### config.mk
export PLATFORM = sky130hd
export DESIGN_NAME = apb_periph_subsystem
export DESIGN_NICKNAME = d
export VERILOG_FILES = /design/src/hw/apb_bus_pkg.sv /design/src/hw/periph_reg_pkg.sv /design/src/hw/apb_xfer_fsm.sv /design/src/hw/pwm_timer.sv /design/src/hw/gpio_regs.sv /design/src/hw/soc_ctrl_regs.sv /design/src/hw/apb_periph_subsystem.sv
export SDC_FILE = /design/constraint.sdc
export NUM_CORES = 1
export LEC_CHECK = 0
export BUFFER_PORTS_ARGS = -buffer_cell sky130_fd_sc_hd__clkbuf_2
export CAP_MARGIN = 20
export CORE_ASPECT_RATIO = 0.9
export CORE_UTILIZATION = 51
export CTS_BUF_LIST = sky130_fd_sc_hd__clkbuf_2 sky130_fd_sc_hd__clkbuf_4 sky130_fd_sc_hd__clkbuf_8
export DETAILED_ROUTE_END_ITERATION = 7
export PLACE_DENSITY_LB_ADDON = 0.2
export SLEW_MARGIN = 20
export SYNTH_ARGS = -nofsm -noshare
export SYNTH_HDL_FRONTEND = slang
export SYNTH_SLANG_ARGS = --single-unit
export TNS_END_PERCENT = 30
### constraint.sdc
create_clock -name clk_i -period 2.71 [get_ports clk_i]
set_clock_uncertainty 0.15 [all_clocks]
set_input_delay 0.1355 -clock clk_i [delete_from_list [all_inputs] [get_ports clk_i]]
set_output_delay 0.1355 -clock clk_i [all_outputs]
set_load 0.02 [all_outputs]
### src/hw/apb_bus_pkg.sv
// ====================
// APB bus widths, region map and the transfer FSM encodings
// Referenced by scoped name from the bus-facing modules
// ====================

package apb_bus_pkg;

   localparam int unsigned APB_ADDR_WIDTH = 12;
   localparam int unsigned APB_DATA_WIDTH = 32;

   // Region is picked by address bits 11:8
   localparam logic [11:0] GPIO_BASE    = 12'h000;
   localparam logic [11:0] PWM_BASE     = 12'h100;
   localparam logic [11:0] SOCCTRL_BASE = 12'h200;

   typedef enum logic [1:0] {IDLE, SETUP, ACCESS} apb_state_e;

   typedef enum logic {OP_READ, OP_WRITE} apb_op_e;

   typedef enum logic [1:0] {REG_NONE, REG_GPIO, REG_PWM, REG_SOCCTRL} region_e;

endpackage

### src/hw/periph_reg_pkg.sv
// ====================
// Register offsets and reset values of the peripheral regions
// ====================

package periph_reg_pkg;

   // GPIO region
   localparam logic [7:0] GPIO_DIR_OFS = 8'h00;
   localparam logic [7:0] GPIO_OUT_OFS = 8'h04;
   localparam logic [7:0] GPIO_IN_OFS  = 8'h08;

   // PWM region, channel n duty at DUTY + 4n
   localparam logic [7:0] PWM_CTRL_OFS   = 8'h00;
   localparam logic [7:0] PWM_PERIOD_OFS = 8'h04;
   localparam logic [7:0] PWM_DUTY_OFS   = 8'h08;

   // SoC control region
   localparam logic [7:0] SOC_CLUSTER_OFS   = 8'h00;
   localparam logic [7:0] SOC_LLC_START_OFS = 8'h04;
   localparam logic [7:0] SOC_LLC_END_OFS   = 8'h08;
   localparam logic [7:0] SOC_SPM_START_OFS = 8'h0C;

   localparam logic [31:0] LLC_RESET_VALUE = 32'h0000_0000;

endpackage

### src/hw/apb_xfer_fsm.sv
// ====================
// APB slave FSM with zero wait states
// Decodes the region, drives per-block write strobes and muxes read data
// ====================
`timescale 1ns/1ps

module apb_xfer_fsm (
   input  logic                                    clk_i,
   input  logic                                    rst_n_i,
   input  logic [apb_bus_pkg::APB_ADDR_WIDTH-1:0]  paddr_i,
   input  logic                                    psel_i,
   input  logic                                    penable_i,
   input  logic                                    pwrite_i,
   input  logic [apb_bus_pkg::APB_DATA_WIDTH-1:0]  pwdata_i,
   input  logic [31:0]                             gpio_rdata_i,
   input  logic [31:0]                             pwm_rdata_i,
   input  logic [31:0]                             soc_rdata_i,
   output logic [apb_bus_pkg::APB_DATA_WIDTH-1:0]  prdata_o,
   output logic                                    pready_o,
   output logic                                    pslverr_o,
   output logic [7:0]                              reg_offset_o,
   output logic [31:0]                             reg_wdata_o,
   output logic                                    gpio_we_o,
   output logic                                    pwm_we_o,
   output logic                                    soc_we_o
);

   // Phase seen in the previous bus cycle
   apb_bus_pkg::apb_state_e state_q, state_d;
   apb_bus_pkg::region_e    region_q, region_d;
   apb_bus_pkg::apb_op_e    op_q;
   logic                    access;
   logic                    wr_access;

   always_comb begin
      state_d = state_q;
      case (state_q)
         apb_bus_pkg::IDLE: begin
            if (psel_i && !penable_i) state_d = apb_bus_pkg::SETUP;
         end
         apb_bus_pkg::SETUP: begin
            if (!psel_i) state_d = apb_bus_pkg::IDLE;
            else if (penable_i) state_d = apb_bus_pkg::ACCESS;
         end
         apb_bus_pkg::ACCESS: begin
            state_d = (psel_i && !penable_i) ? apb_bus_pkg::SETUP : apb_bus_pkg::IDLE;
         end
         default: state_d = apb_bus_pkg::IDLE;
      endcase
   end

   always_comb begin
      if (paddr_i[11:8] == apb_bus_pkg::GPIO_BASE[11:8]) region_d = apb_bus_pkg::REG_GPIO;
      else if (paddr_i[11:8] == apb_bus_pkg::PWM_BASE[11:8]) region_d = apb_bus_pkg::REG_PWM;
      else if (paddr_i[11:8] == apb_bus_pkg::SOCCTRL_BASE[11:8])
         region_d = apb_bus_pkg::REG_SOCCTRL;
      else region_d = apb_bus_pkg::REG_NONE;
   end

   always_ff @(posedge clk_i) begin
      if (!rst_n_i) state_q <= apb_bus_pkg::IDLE;
      else state_q <= state_d;
   end

   // Target and direction captured in the setup cycle
   always_ff @(posedge clk_i) begin
      if (state_d == apb_bus_pkg::SETUP) begin
         region_q <= region_d;
         op_q     <= pwrite_i ? apb_bus_pkg::OP_WRITE : apb_bus_pkg::OP_READ;
      end
   end

   assign access    = (state_q == apb_bus_pkg::SETUP) && psel_i && penable_i;
   assign wr_access = access && (op_q == apb_bus_pkg::OP_WRITE);

   assign pready_o     = access;
   assign pslverr_o    = access && (region_q == apb_bus_pkg::REG_NONE);
   assign reg_offset_o = paddr_i[7:0];
   assign reg_wdata_o  = pwdata_i;
   assign gpio_we_o    = wr_access && (region_q == apb_bus_pkg::REG_GPIO);
   assign pwm_we_o     = wr_access && (region_q == apb_bus_pkg::REG_PWM);
   assign soc_we_o     = wr_access && (region_q == apb_bus_pkg::REG_SOCCTRL);

   always_comb begin
      prdata_o = '0;
      if (access && op_q == apb_bus_pkg::OP_READ) begin
         case (region_q)
            apb_bus_pkg::REG_GPIO:    prdata_o = gpio_rdata_i;
            apb_bus_pkg::REG_PWM:     prdata_o = pwm_rdata_i;
            apb_bus_pkg::REG_SOCCTRL: prdata_o = soc_rdata_i;
            default:                  prdata_o = '0;
         endcase
      end
   end

endmodule

### src/hw/pwm_timer.sv
// ====================
// PWM timer, shared period counter with one duty compare per channel
// ====================
`timescale 1ns/1ps

module pwm_timer #(
   parameter int unsigned NUM_PWM       = 2,
   parameter int unsigned PWM_CNT_WIDTH = 16
) (
   input  logic               clk_i,
   input  logic               rst_n_i,
   input  logic               we_i,
   input  logic [7:0]         offset_i,
   input  logic [31:0]        wdata_i,
   output logic [31:0]        rdata_o,
   output logic [NUM_PWM-1:0] pwm_o
);

   logic                     en_q, en_d;
   logic [PWM_CNT_WIDTH-1:0] period_q;
   logic [PWM_CNT_WIDTH-1:0] cnt_q;
   logic [PWM_CNT_WIDTH-1:0] duty_q [NUM_PWM];
   logic [NUM_PWM-1:0]       pwm_q;

   function automatic logic [7:0] duty_ofs(input int ch);
      return periph_reg_pkg::PWM_DUTY_OFS + 8'(4 * ch);
   endfunction

   // Enable as it will be after this edge, so outputs drop right away
   assign en_d = (we_i && offset_i == periph_reg_pkg::PWM_CTRL_OFS) ? wdata_i[0] : en_q;

   always_ff @(posedge clk_i) begin
      if (!rst_n_i) begin
         en_q     <= 1'b0;
         period_q <= '0;
         cnt_q    <= '0;
         pwm_q    <= '0;
         for (int i = 0; i < NUM_PWM; i++) duty_q[i] <= '0;
      end else begin
         en_q <= en_d;
         if (we_i && offset_i == periph_reg_pkg::PWM_PERIOD_OFS)
            period_q <= wdata_i[PWM_CNT_WIDTH-1:0];
         for (int i = 0; i < NUM_PWM; i++) begin
            if (we_i && offset_i == duty_ofs(i)) duty_q[i] <= wdata_i[PWM_CNT_WIDTH-1:0];
         end
         // Wrap at period, hold at 0 while stopped
         if (!en_q || cnt_q >= period_q) cnt_q <= '0;
         else cnt_q <= cnt_q + 1'b1;
         for (int i = 0; i < NUM_PWM; i++) pwm_q[i] <= en_q && en_d && (cnt_q < duty_q[i]);
      end
   end

   always_comb begin
      rdata_o = '0;
      if (offset_i == periph_reg_pkg::PWM_CTRL_OFS) rdata_o = 32'(en_q);
      else if (offset_i == periph_reg_pkg::PWM_PERIOD_OFS) rdata_o = 32'(period_q);
      for (int i = 0; i < NUM_PWM; i++) begin
         if (offset_i == duty_ofs(i)) rdata_o = 32'(duty_q[i]);
      end
   end

   assign pwm_o = pwm_q;

endmodule

### src/hw/gpio_regs.sv
// ====================
// GPIO direction and output registers with synchronized pad inputs
// ====================
`timescale 1ns/1ps

module gpio_regs #(
   parameter int unsigned NUM_GPIO = 16
) (
   input  logic                clk_i,
   input  logic                rst_n_i,
   input  logic                we_i,
   input  logic [7:0]          offset_i,
   input  logic [31:0]         wdata_i,
   input  logic [NUM_GPIO-1:0] gpio_in_i,
   output logic [31:0]         rdata_o,
   output logic [NUM_GPIO-1:0] gpio_out_o,
   output logic [NUM_GPIO-1:0] gpio_oe_o
);

   logic [NUM_GPIO-1:0] dir_q;
   logic [NUM_GPIO-1:0] out_q;
   logic [NUM_GPIO-1:0] sync_q;
   logic [NUM_GPIO-1:0] in_q;

   always_ff @(posedge clk_i) begin
      if (!rst_n_i) begin
         dir_q <= '0;
         out_q <= '0;
      end else if (we_i) begin
         if (offset_i == periph_reg_pkg::GPIO_DIR_OFS) dir_q <= wdata_i[NUM_GPIO-1:0];
         if (offset_i == periph_reg_pkg::GPIO_OUT_OFS) out_q <= wdata_i[NUM_GPIO-1:0];
      end
   end

   // Two flop synchronizer for the pads
   always_ff @(posedge clk_i) begin
      sync_q <= gpio_in_i;
      in_q   <= sync_q;
   end

   always_comb begin
      case (offset_i)
         periph_reg_pkg::GPIO_DIR_OFS: rdata_o = 32'(dir_q);
         periph_reg_pkg::GPIO_OUT_OFS: rdata_o = 32'(out_q);
         periph_reg_pkg::GPIO_IN_OFS:  rdata_o = 32'(in_q);
         default:                      rdata_o = '0;
      endcase
   end

   // Pins set as inputs drive 0
   assign gpio_out_o = out_q & dir_q;
   assign gpio_oe_o  = dir_q;

endmodule

### src/hw/soc_ctrl_regs.sv
// ====================
// SoC control registers for cluster boot and LLC address windows
// ====================
`timescale 1ns/1ps

module soc_ctrl_regs (
   input  logic        clk_i,
   input  logic        rst_n_i,
   input  logic        we_i,
   input  logic [7:0]  offset_i,
   input  logic [31:0] wdata_i,
   output logic [31:0] rdata_o,
   output logic        cluster_fetch_en_o,
   output logic        cluster_rstn_o,
   output logic [31:0] llc_cache_addr_start_o,
   output logic [31:0] llc_cache_addr_end_o,
   output logic [31:0] llc_spm_addr_start_o
);

   logic        fetch_en_q;
   logic        cl_rstn_q;
   logic [31:0] llc_start_q;
   logic [31:0] llc_end_q;
   logic [31:0] spm_start_q;

   // Cluster stays in reset until software releases it
   always_ff @(posedge clk_i) begin
      if (!rst_n_i) begin
         fetch_en_q  <= 1'b0;
         cl_rstn_q   <= 1'b0;
         llc_start_q <= periph_reg_pkg::LLC_RESET_VALUE;
         llc_end_q   <= periph_reg_pkg::LLC_RESET_VALUE;
         spm_start_q <= periph_reg_pkg::LLC_RESET_VALUE;
      end else if (we_i) begin
         case (offset_i)
            periph_reg_pkg::SOC_CLUSTER_OFS: begin
               fetch_en_q <= wdata_i[0];
               cl_rstn_q  <= wdata_i[1];
            end
            periph_reg_pkg::SOC_LLC_START_OFS: llc_start_q <= wdata_i;
            periph_reg_pkg::SOC_LLC_END_OFS:   llc_end_q   <= wdata_i;
            periph_reg_pkg::SOC_SPM_START_OFS: spm_start_q <= wdata_i;
            default: ;
         endcase
      end
   end

   always_comb begin
      case (offset_i)
         periph_reg_pkg::SOC_CLUSTER_OFS:   rdata_o = {30'b0, cl_rstn_q, fetch_en_q};
         periph_reg_pkg::SOC_LLC_START_OFS: rdata_o = llc_start_q;
         periph_reg_pkg::SOC_LLC_END_OFS:   rdata_o = llc_end_q;
         periph_reg_pkg::SOC_SPM_START_OFS: rdata_o = spm_start_q;
         default:                           rdata_o = '0;
      endcase
   end

   assign cluster_fetch_en_o     = fetch_en_q;
   assign cluster_rstn_o         = cl_rstn_q;
   assign llc_cache_addr_start_o = llc_start_q;
   assign llc_cache_addr_end_o   = llc_end_q;
   assign llc_spm_addr_start_o   = spm_start_q;

endmodule

### src/hw/apb_periph_subsystem.sv
// ====================
// APB peripheral subsystem top with GPIO, PWM timer and SoC control
// ====================
`timescale 1ns/1ps

module apb_periph_subsystem #(
   parameter int unsigned NUM_GPIO      = 16,
   parameter int unsigned NUM_PWM       = 2,
   parameter int unsigned PWM_CNT_WIDTH = 16
) (
   input  logic                                    clk_i,
   input  logic                                    rst_n_i,
   input  logic [apb_bus_pkg::APB_ADDR_WIDTH-1:0]  paddr_i,
   input  logic                                    psel_i,
   input  logic                                    penable_i,
   input  logic                                    pwrite_i,
   input  logic [apb_bus_pkg::APB_DATA_WIDTH-1:0]  pwdata_i,
   output logic [apb_bus_pkg::APB_DATA_WIDTH-1:0]  prdata_o,
   output logic                                    pready_o,
   output logic                                    pslverr_o,
   input  logic [NUM_GPIO-1:0]                     gpio_in_i,
   output logic [NUM_GPIO-1:0]                     gpio_out_o,
   output logic [NUM_GPIO-1:0]                     gpio_oe_o,
   output logic [NUM_PWM-1:0]                      pwm_o,
   output logic                                    cluster_fetch_en_o,
   output logic                                    cluster_rstn_o,
   output logic [31:0]                             llc_cache_addr_start_o,
   output logic [31:0]                             llc_cache_addr_end_o,
   output logic [31:0]                             llc_spm_addr_start_o
);

   logic [7:0]  reg_offset;
   logic [31:0] reg_wdata;
   logic        gpio_we, pwm_we, soc_we;
   logic [31:0] gpio_rdata, pwm_rdata, soc_rdata;

   apb_xfer_fsm u_fsm (
      .clk_i        (clk_i),
      .rst_n_i      (rst_n_i),
      .paddr_i      (paddr_i),
      .psel_i       (psel_i),
      .penable_i    (penable_i),
      .pwrite_i     (pwrite_i),
      .pwdata_i     (pwdata_i),
      .gpio_rdata_i (gpio_rdata),
      .pwm_rdata_i  (pwm_rdata),
      .soc_rdata_i  (soc_rdata),
      .prdata_o     (prdata_o),
      .pready_o     (pready_o),
      .pslverr_o    (pslverr_o),
      .reg_offset_o (reg_offset),
      .reg_wdata_o  (reg_wdata),
      .gpio_we_o    (gpio_we),
      .pwm_we_o     (pwm_we),
      .soc_we_o     (soc_we)
   );

   gpio_regs #(.NUM_GPIO(NUM_GPIO)) u_gpio (
      .clk_i      (clk_i),
      .rst_n_i    (rst_n_i),
      .we_i       (gpio_we),
      .offset_i   (reg_offset),
      .wdata_i    (reg_wdata),
      .gpio_in_i  (gpio_in_i),
      .rdata_o    (gpio_rdata),
      .gpio_out_o (gpio_out_o),
      .gpio_oe_o  (gpio_oe_o)
   );

   pwm_timer #(
      .NUM_PWM       (NUM_PWM),
      .PWM_CNT_WIDTH (PWM_CNT_WIDTH)
   ) u_pwm (
      .clk_i    (clk_i),
      .rst_n_i  (rst_n_i),
      .we_i     (pwm_we),
      .offset_i (reg_offset),
      .wdata_i  (reg_wdata),
      .rdata_o  (pwm_rdata),
      .pwm_o    (pwm_o)
   );

   soc_ctrl_regs u_soc (
      .clk_i                  (clk_i),
      .rst_n_i                (rst_n_i),
      .we_i                   (soc_we),
      .offset_i               (reg_offset),
      .wdata_i                (reg_wdata),
      .rdata_o                (soc_rdata),
      .cluster_fetch_en_o     (cluster_fetch_en_o),
      .cluster_rstn_o         (cluster_rstn_o),
      .llc_cache_addr_start_o (llc_cache_addr_start_o),
      .llc_cache_addr_end_o   (llc_cache_addr_end_o),
      .llc_spm_addr_start_o   (llc_spm_addr_start_o)
   );

endmodule

-- Word level (Yosys, flattened, before mapping)
Memories as Yosys holds them, arrays and structs flattened.
Index checks and enable logic that the tools add are counted.
- add/subtract/negate cells: 1
- multiply operators: 0
- div/mod/pow operators: 0
- order comparisons: 3
- eq/ne operators: 11
- shift-type cells: 0
- muxes and demuxes: 26
- bitwise operators: 5
- reductions and logical operators: 30
- operators with widths (operator ; count):
    32-bit 2-to-1 mux ; 4
    32-bit one-hot mux with 4 select lines ; 1
    32-bit one-hot mux with 3 select lines ; 1
    16-bit 2-to-1 mux ; 3
    16-bit one-hot mux with 3 select lines ; 1
    16-bit less-than comparator ; 2
    16-bit by 1-bit adder with 16-bit output (second input constant) ; 1
    16-bit AND ; 1
    8-bit by 4-bit equality test with 1-bit output (second input constant) ; 2
    16-bit greater-or-equal comparator ; 1
    1-bit logical AND ; 16
    2-bit AND reduction ; 6
    1-bit 2-to-1 mux ; 10
    2-bit 2-to-1 mux ; 5
    8-bit by 3-bit equality test with 1-bit output (second input constant) ; 1
    8-bit logical NOT ; 1
    2-bit by 1-bit equality test with 1-bit output (second input constant) ; 3
    2-bit equality test (second input constant) ; 3
    2-bit one-hot mux with 3 select lines ; 1
    4-bit by 1-bit equality test with 1-bit output (second input constant) ; 1
    4-bit by 2-bit equality test with 1-bit output (second input constant) ; 1
    2-bit logical NOT ; 2
    4-bit logical NOT ; 1
    1-bit logical NOT ; 2
    4 further kinds ; 6
- register bits: 202
- latch bits: 0
- bits in writable memories: 32
- bits in read-only memories: 0
- bits of input ports: 65
- logic and storage cells: 93
- memories: 1
- memories (name ; depth ; width ; read ports ; clocked after Yosys merged registers in ; wr ports ; line ; source):
    u_pwm.duty_q ; 2 ; 16 ; 2 ; 0 ; 2 ; pwm_timer.sv:22 ; logic [PWM_CNT_WIDTH-1:0] duty_q [NUM_PWM];

-- Longest topological paths before layout
- depth after elaboration: 10
- depth in mapped cells: 8

-- Hierarchy
A second synthesis with hierarchy kept.
- cell total of the unflattened synthesis: 1365
- area total of the unflattened synthesis: 13022.5 um^2
- by module, submodules not included (module ; instances ; cells an instance ; area each (um^2) ; sequential area each (um^2)):
    soc_ctrl_regs ; 1 ; 468 ; 4445.5 ; 1961.9
    pwm_timer ; 1 ; 461 ; 4221.5 ; 1661.6
    gpio_regs ; 1 ; 262 ; 2563.7 ; 1281.2
    apb_xfer_fsm ; 1 ; 174 ; 1791.7 ; 130.1

-- Worst setup path after synthesis
OpenSTA, ideal clock, no wires.
- path type: register to register
- from: reg u_fsm.state_q[1]
- to: mem u_pwm.duty_q[0][0], enable pin
- setup time: 0.411 ns
- arrival: 2.425 ns
- required time: 2.149 ns
- path slack: -0.276 ns
- cell stages (with the launch flop): 6
- buffers on the path: 0
- cell sequence: dfxtp_1 -> nand4b_2 -> inv_2 -> nand4_2 -> or2_2 -> o21ai_0
- RTL lines (item ; line ; source):
    from (decl) ; apb_xfer_fsm.sv:29 ; apb_bus_pkg::apb_state_e state_q, state_d;
    from (signal assigned) ; apb_xfer_fsm.sv:61 ; if (!rst_n_i) state_q <= apb_bus_pkg::IDLE;
    from (signal assigned) ; apb_xfer_fsm.sv:62 ; else state_q <= state_d;
    to (decl) ; pwm_timer.sv:22 ;

-- Final worst setup path
- from: reg u_fsm.state_q[0]
- to: out prdata_o[2] (netlist bit)
- cells in the longest elaborated chain, start to end: 5
- RTL lines (item ; line ; source):
    2-bit by 1-bit equality test with 1-bit output ; apb_xfer_fsm.sv:73 ; assign access = (state_q == apb_bus_pkg::SETUP) && psel_i && penable_i;
    1-bit logical AND (2 in series) ; apb_xfer_fsm.sv:73 ;
    1-bit logical AND ; apb_xfer_fsm.sv:86 ; if (access && op_q == apb_bus_pkg::OP_READ) begin
    32-bit 2-to-1 mux ; apb_xfer_fsm.sv:86 ;
    to (decl) ; apb_periph_subsystem.sv:18 ; output logic [apb_bus_pkg::APB_DATA_WIDTH-1:0] prdata_o,
Every way passes these cells.

==> flow_metrics.tcl <==
set metrics [dict create \
    seq_power_share_pct 48.1 \
    clock_latency_ns 0.55 \
    critical_path.max_stage_delay_ns 0.38 \
    clock-sinks 234 \
    swShare_pct 23.35 \
    grt_pass1_wl_mm 54.37 \
    synth_area_um2 11150 \
    cts.reportedPaths.clkPinSlew_ns 0.06 \
    synthCells 1268 \
    vdd_drop_max_v 0.0003990 \
    postRouteAntennaNets 0 \
    synth-main-ff-cell "dfxtp_1" \
    yosysWarnings 0 \
    die_area_um2 22450 \
    cp_num_buf_inv 4 \
    intPower_w 0.005701 \
    end_kind "primary output" \
    gp_congestion 0.9472 \
    synth-edff-count 35 \
    diodes 0 \
    grt_start_max_net_pins 124 \
    timing.rr.end "u_gpio.gpio_oe_o[4]$_SDFFE_PN0P_" \
    r2r_setup_slack_ns 0.52 \
    max_slew_margin_pct 30.36 \
    die_h_um 142.2 \
    min-delay-start "paddr_i[6]" \
    power_w 0.007438 \
    hold_viol 0 \
    worstSetupPathType "reg -> out" \
    synth_top_area_cell "dfxtp_1" \
    worstSetupStartpointType "register" \
    whs_path_depth 6 \
    async_flop_share_pct 0 \
    worst_slew_pin_slew_ns 1.045 \
    r2r_cells 6 \
    fin_crit_sh_pct 97.18 \
    dr.pass1.iters 5 \
    cts.path.max_buffers 3 \
    initial_utilization_pct 52.87 \
    avgRoutedWirePerCell_um 18.80 \
    vias 10470 \
    timing.final.ws_setup_ns 0.07635 \
    crit_chain "nand4b_4 > inv_2 > nand4b_1 > buf_6 > nor2_2 > buf_6 > a22oi_1 > o21ai_0 > clkbuf_2" \
    overflow 0 \
    dp_hpwl_mm 24.22 \
    clockPowerShare_pct 46.0 \
    critPathTopFamily "buffers and inverters" \
    status "complete, no violations" \
    maxCapViolCount 0 \
    p_switching_w 0.001737 \
    slowest_stage "dfxtp_1" \
    cts_tree "done" \
    period_minus_slack_ns 2.634 \
    nFillCells 1768 \
    maxSlewViolCount 0 \
    cts_buffers 41 \
    power_per_cell_area_nw_per_um2 523.3 \
    synth_most_common_cell "nand2_1" \
    row_count 50 \
    drt_wl_total_mm 35.44 \
    routed_via_density 5.553 \
    coreArea_um2 21080 \
    synth.distinct_cells 54 \
    p_leak_nw 5.788 \
    dr.first_iter.drc_count 890 \
    synth_top_cell_area_share_pct 35.74 \
    min_to "u_gpio.gpio_oe_o[12]$_SDFFE_PN0P_" \
    cts_root_buf "clkbuf_8" \
    synth_seq_cells 234 \
    synth_common_cells "nand2_1 (311), dfxtp_1 (199), a21boi_0 (118), nor2_1 (54), o21ai_0 (53)" \
    synth_area_leaders "dfxtp_1 (36%), nand2_1 (10%), edfxtp_1 (9.4%)" \
    grt_util_all_layers_pct 31.45 \
    critPathRequiredTime_ns 2.42 \
    rsz0062_at_grt "no" \
    syn_area_per_cell_um2 8.790 \
    drive_gt1_share_pct 25.20 \
    max_freq_mhz 379.7 \
    syn_to_final_growth_pct 27.53 \
    final-setup-viol-count 0 \
    hp-class "in -> reg" \
    drc 0 \
    antenna_found_initial 1 \
    cp_max_fo 12 \
    syn_nets 1380 \
    htreeDepth 2 \
    cp_common_cell "buf_6" \
    io_pins 231 \
    ys_seq_area_share_pct 45.17 \
    preCtsSetupSlack_ns 0.2905 \
    nNetsFinal 1680 \
    worstPathArrival_ns 2.35 \
    dp.cells 1748 \
    portBuffers 230 \
    grt_pass1_vias 10050 \
    final_core_util_pct 67.42 \
    pwr-share-comb_pct 5.9 \
    r2r-start "u_fsm.state_q[0]$_SDFF_PN0_" \
    fp.dieW_um 157.8 \
    stdcell_count 1885 \
]
-- cell families (layout without fill, tap and decap cells) --
group           count (synthesis)  after routing  synth area share [%]
compound gates                291            291                 17.89
xor+xnor                       15             15                 1.179
fa+ha+maj                      47             47                 5.276
buf+inv                       131            461                 4.704
flops                         234            234                 45.17
mux                            58             58                 5.826
simple gates                  492            493                 19.95
-- cell type report --
class                           count  area, µm²  share of cell area (%)
Clock buffer                       65      788.3                   5.546
Clock inverter                      9      77.57                  0.5458
Inverter                           53      198.9                   1.400
Multi-Input combinational cell    904       5625                   39.58
Sequential cell                   234       5035                   35.42
Tap cell                          286      357.8                   2.518
Timing Repair Buffer              334       2131                   14.99
-- cells in the final DEF, fill, tap and decap left out, types with 44 or more instances in the layout --
master and n:
o21ai_0 49, clkbuf_8 48, ha_1 47, clkbuf_2 226, buf_4 44, nand2_1 311
dfxtp_1 199, a21boi_0 118, inv_1 52, dlygate4sd3_1 57, nor2_1 50
-- worst max-delay path by stage --
stage                     slack (ns)  depth (start not counted)                      endpoint                   startpoint
after floorplan                -0.28                          5  u_pwm.duty_q[0][0]$_DFFE_PP_  u_fsm.state_q[1]$_SDFF_PN0_
after global placement          0.34                          8                  prdata_o[11]                   paddr_i[5]
after detailed placement        0.29                          8                  prdata_o[10]                   paddr_i[5]
after CTS                       0.05                          9                   prdata_o[2]  u_fsm.state_q[1]$_SDFF_PN0_
after global routing          0.0005                          9                  prdata_o[10]  u_fsm.state_q[0]$_SDFF_PN0_
final                           0.08                          9                   prdata_o[2]  u_fsm.state_q[0]$_SDFF_PN0_
-- flip-flops by register name, indices dropped and copies added, names as in the netlist, 2 cells and up --
register	flops
u_fsm.region_q	2
u_pwm.duty_q	32
u_pwm.period_q	16
u_gpio.out_q	16
u_soc.llc_spm_addr_start_o	32
u_fsm.state_q	2
u_gpio.gpio_oe_o	16
u_soc.llc_cache_addr_start_o	32
u_soc.llc_cache_addr_end_o	32
u_pwm.pwm_o	2
u_gpio.sync_q	16
u_gpio.in_q	16
u_pwm.cnt_q	16
-- metrics by stage --
stage                     hold slack (ns)  area (µm²)  TNS (ns)
after floorplan                   0.01322       11150    -8.842
after detailed placement          0.08940       12700         0
after CTS                        0.003097       14180         0
after global routing              0.06237       14210         0
final                             0.03004       14210         0
after global placement            0.08835       12700         0
-- power by group through the flow --
| stage | combinational (W) | sequential, W | clock, W |
|---|---|---|---|
| 2_1_floorplan | 0.000184 | 0.00365 | 0 |
| 3_3_place_gp | 0.000354 | 0.00365 | 0 |
| 3_5_place_dp | 0.000357 | 0.00365 | 0 |
| 4_1_cts | 0.000424 | 0.00358 | 0.00347 |
| 5_1_grt | 0.000465 | 0.00358 | 0.00362 |
| 6_report | 0.000440 | 0.00358 | 0.00342 |
-- worst min-delay path: stages --
cell and delay, ns:
clkbuf_2 0.10, nor4_4 0.05, nand4_2 0.18, nor4_4 0.09, nand2_1 0.07, a21boi_1 0.05
-- layer usage --
metal  share of wire [%]  GRT usage, %  wire length [µm]
met3                 7.6         6.303              2688
met5                   0             0                 0
met4                 3.3         12.67              1183
met2                  46         49.01             16180
met1                  43         42.54             15380
-- repair_timing --
item / in CTS / in global routing
buffers inserted: 4 / 1
gates resized for setup: 3 / 9
hold buffers: 57 / 0
pin swaps: 1 / 1
gates cloned: 0 / 1
endpoints found under the setup margin: 30 / 12
hold endpoints to repair: 203 / 0
(Power assumes the default switching activity.)
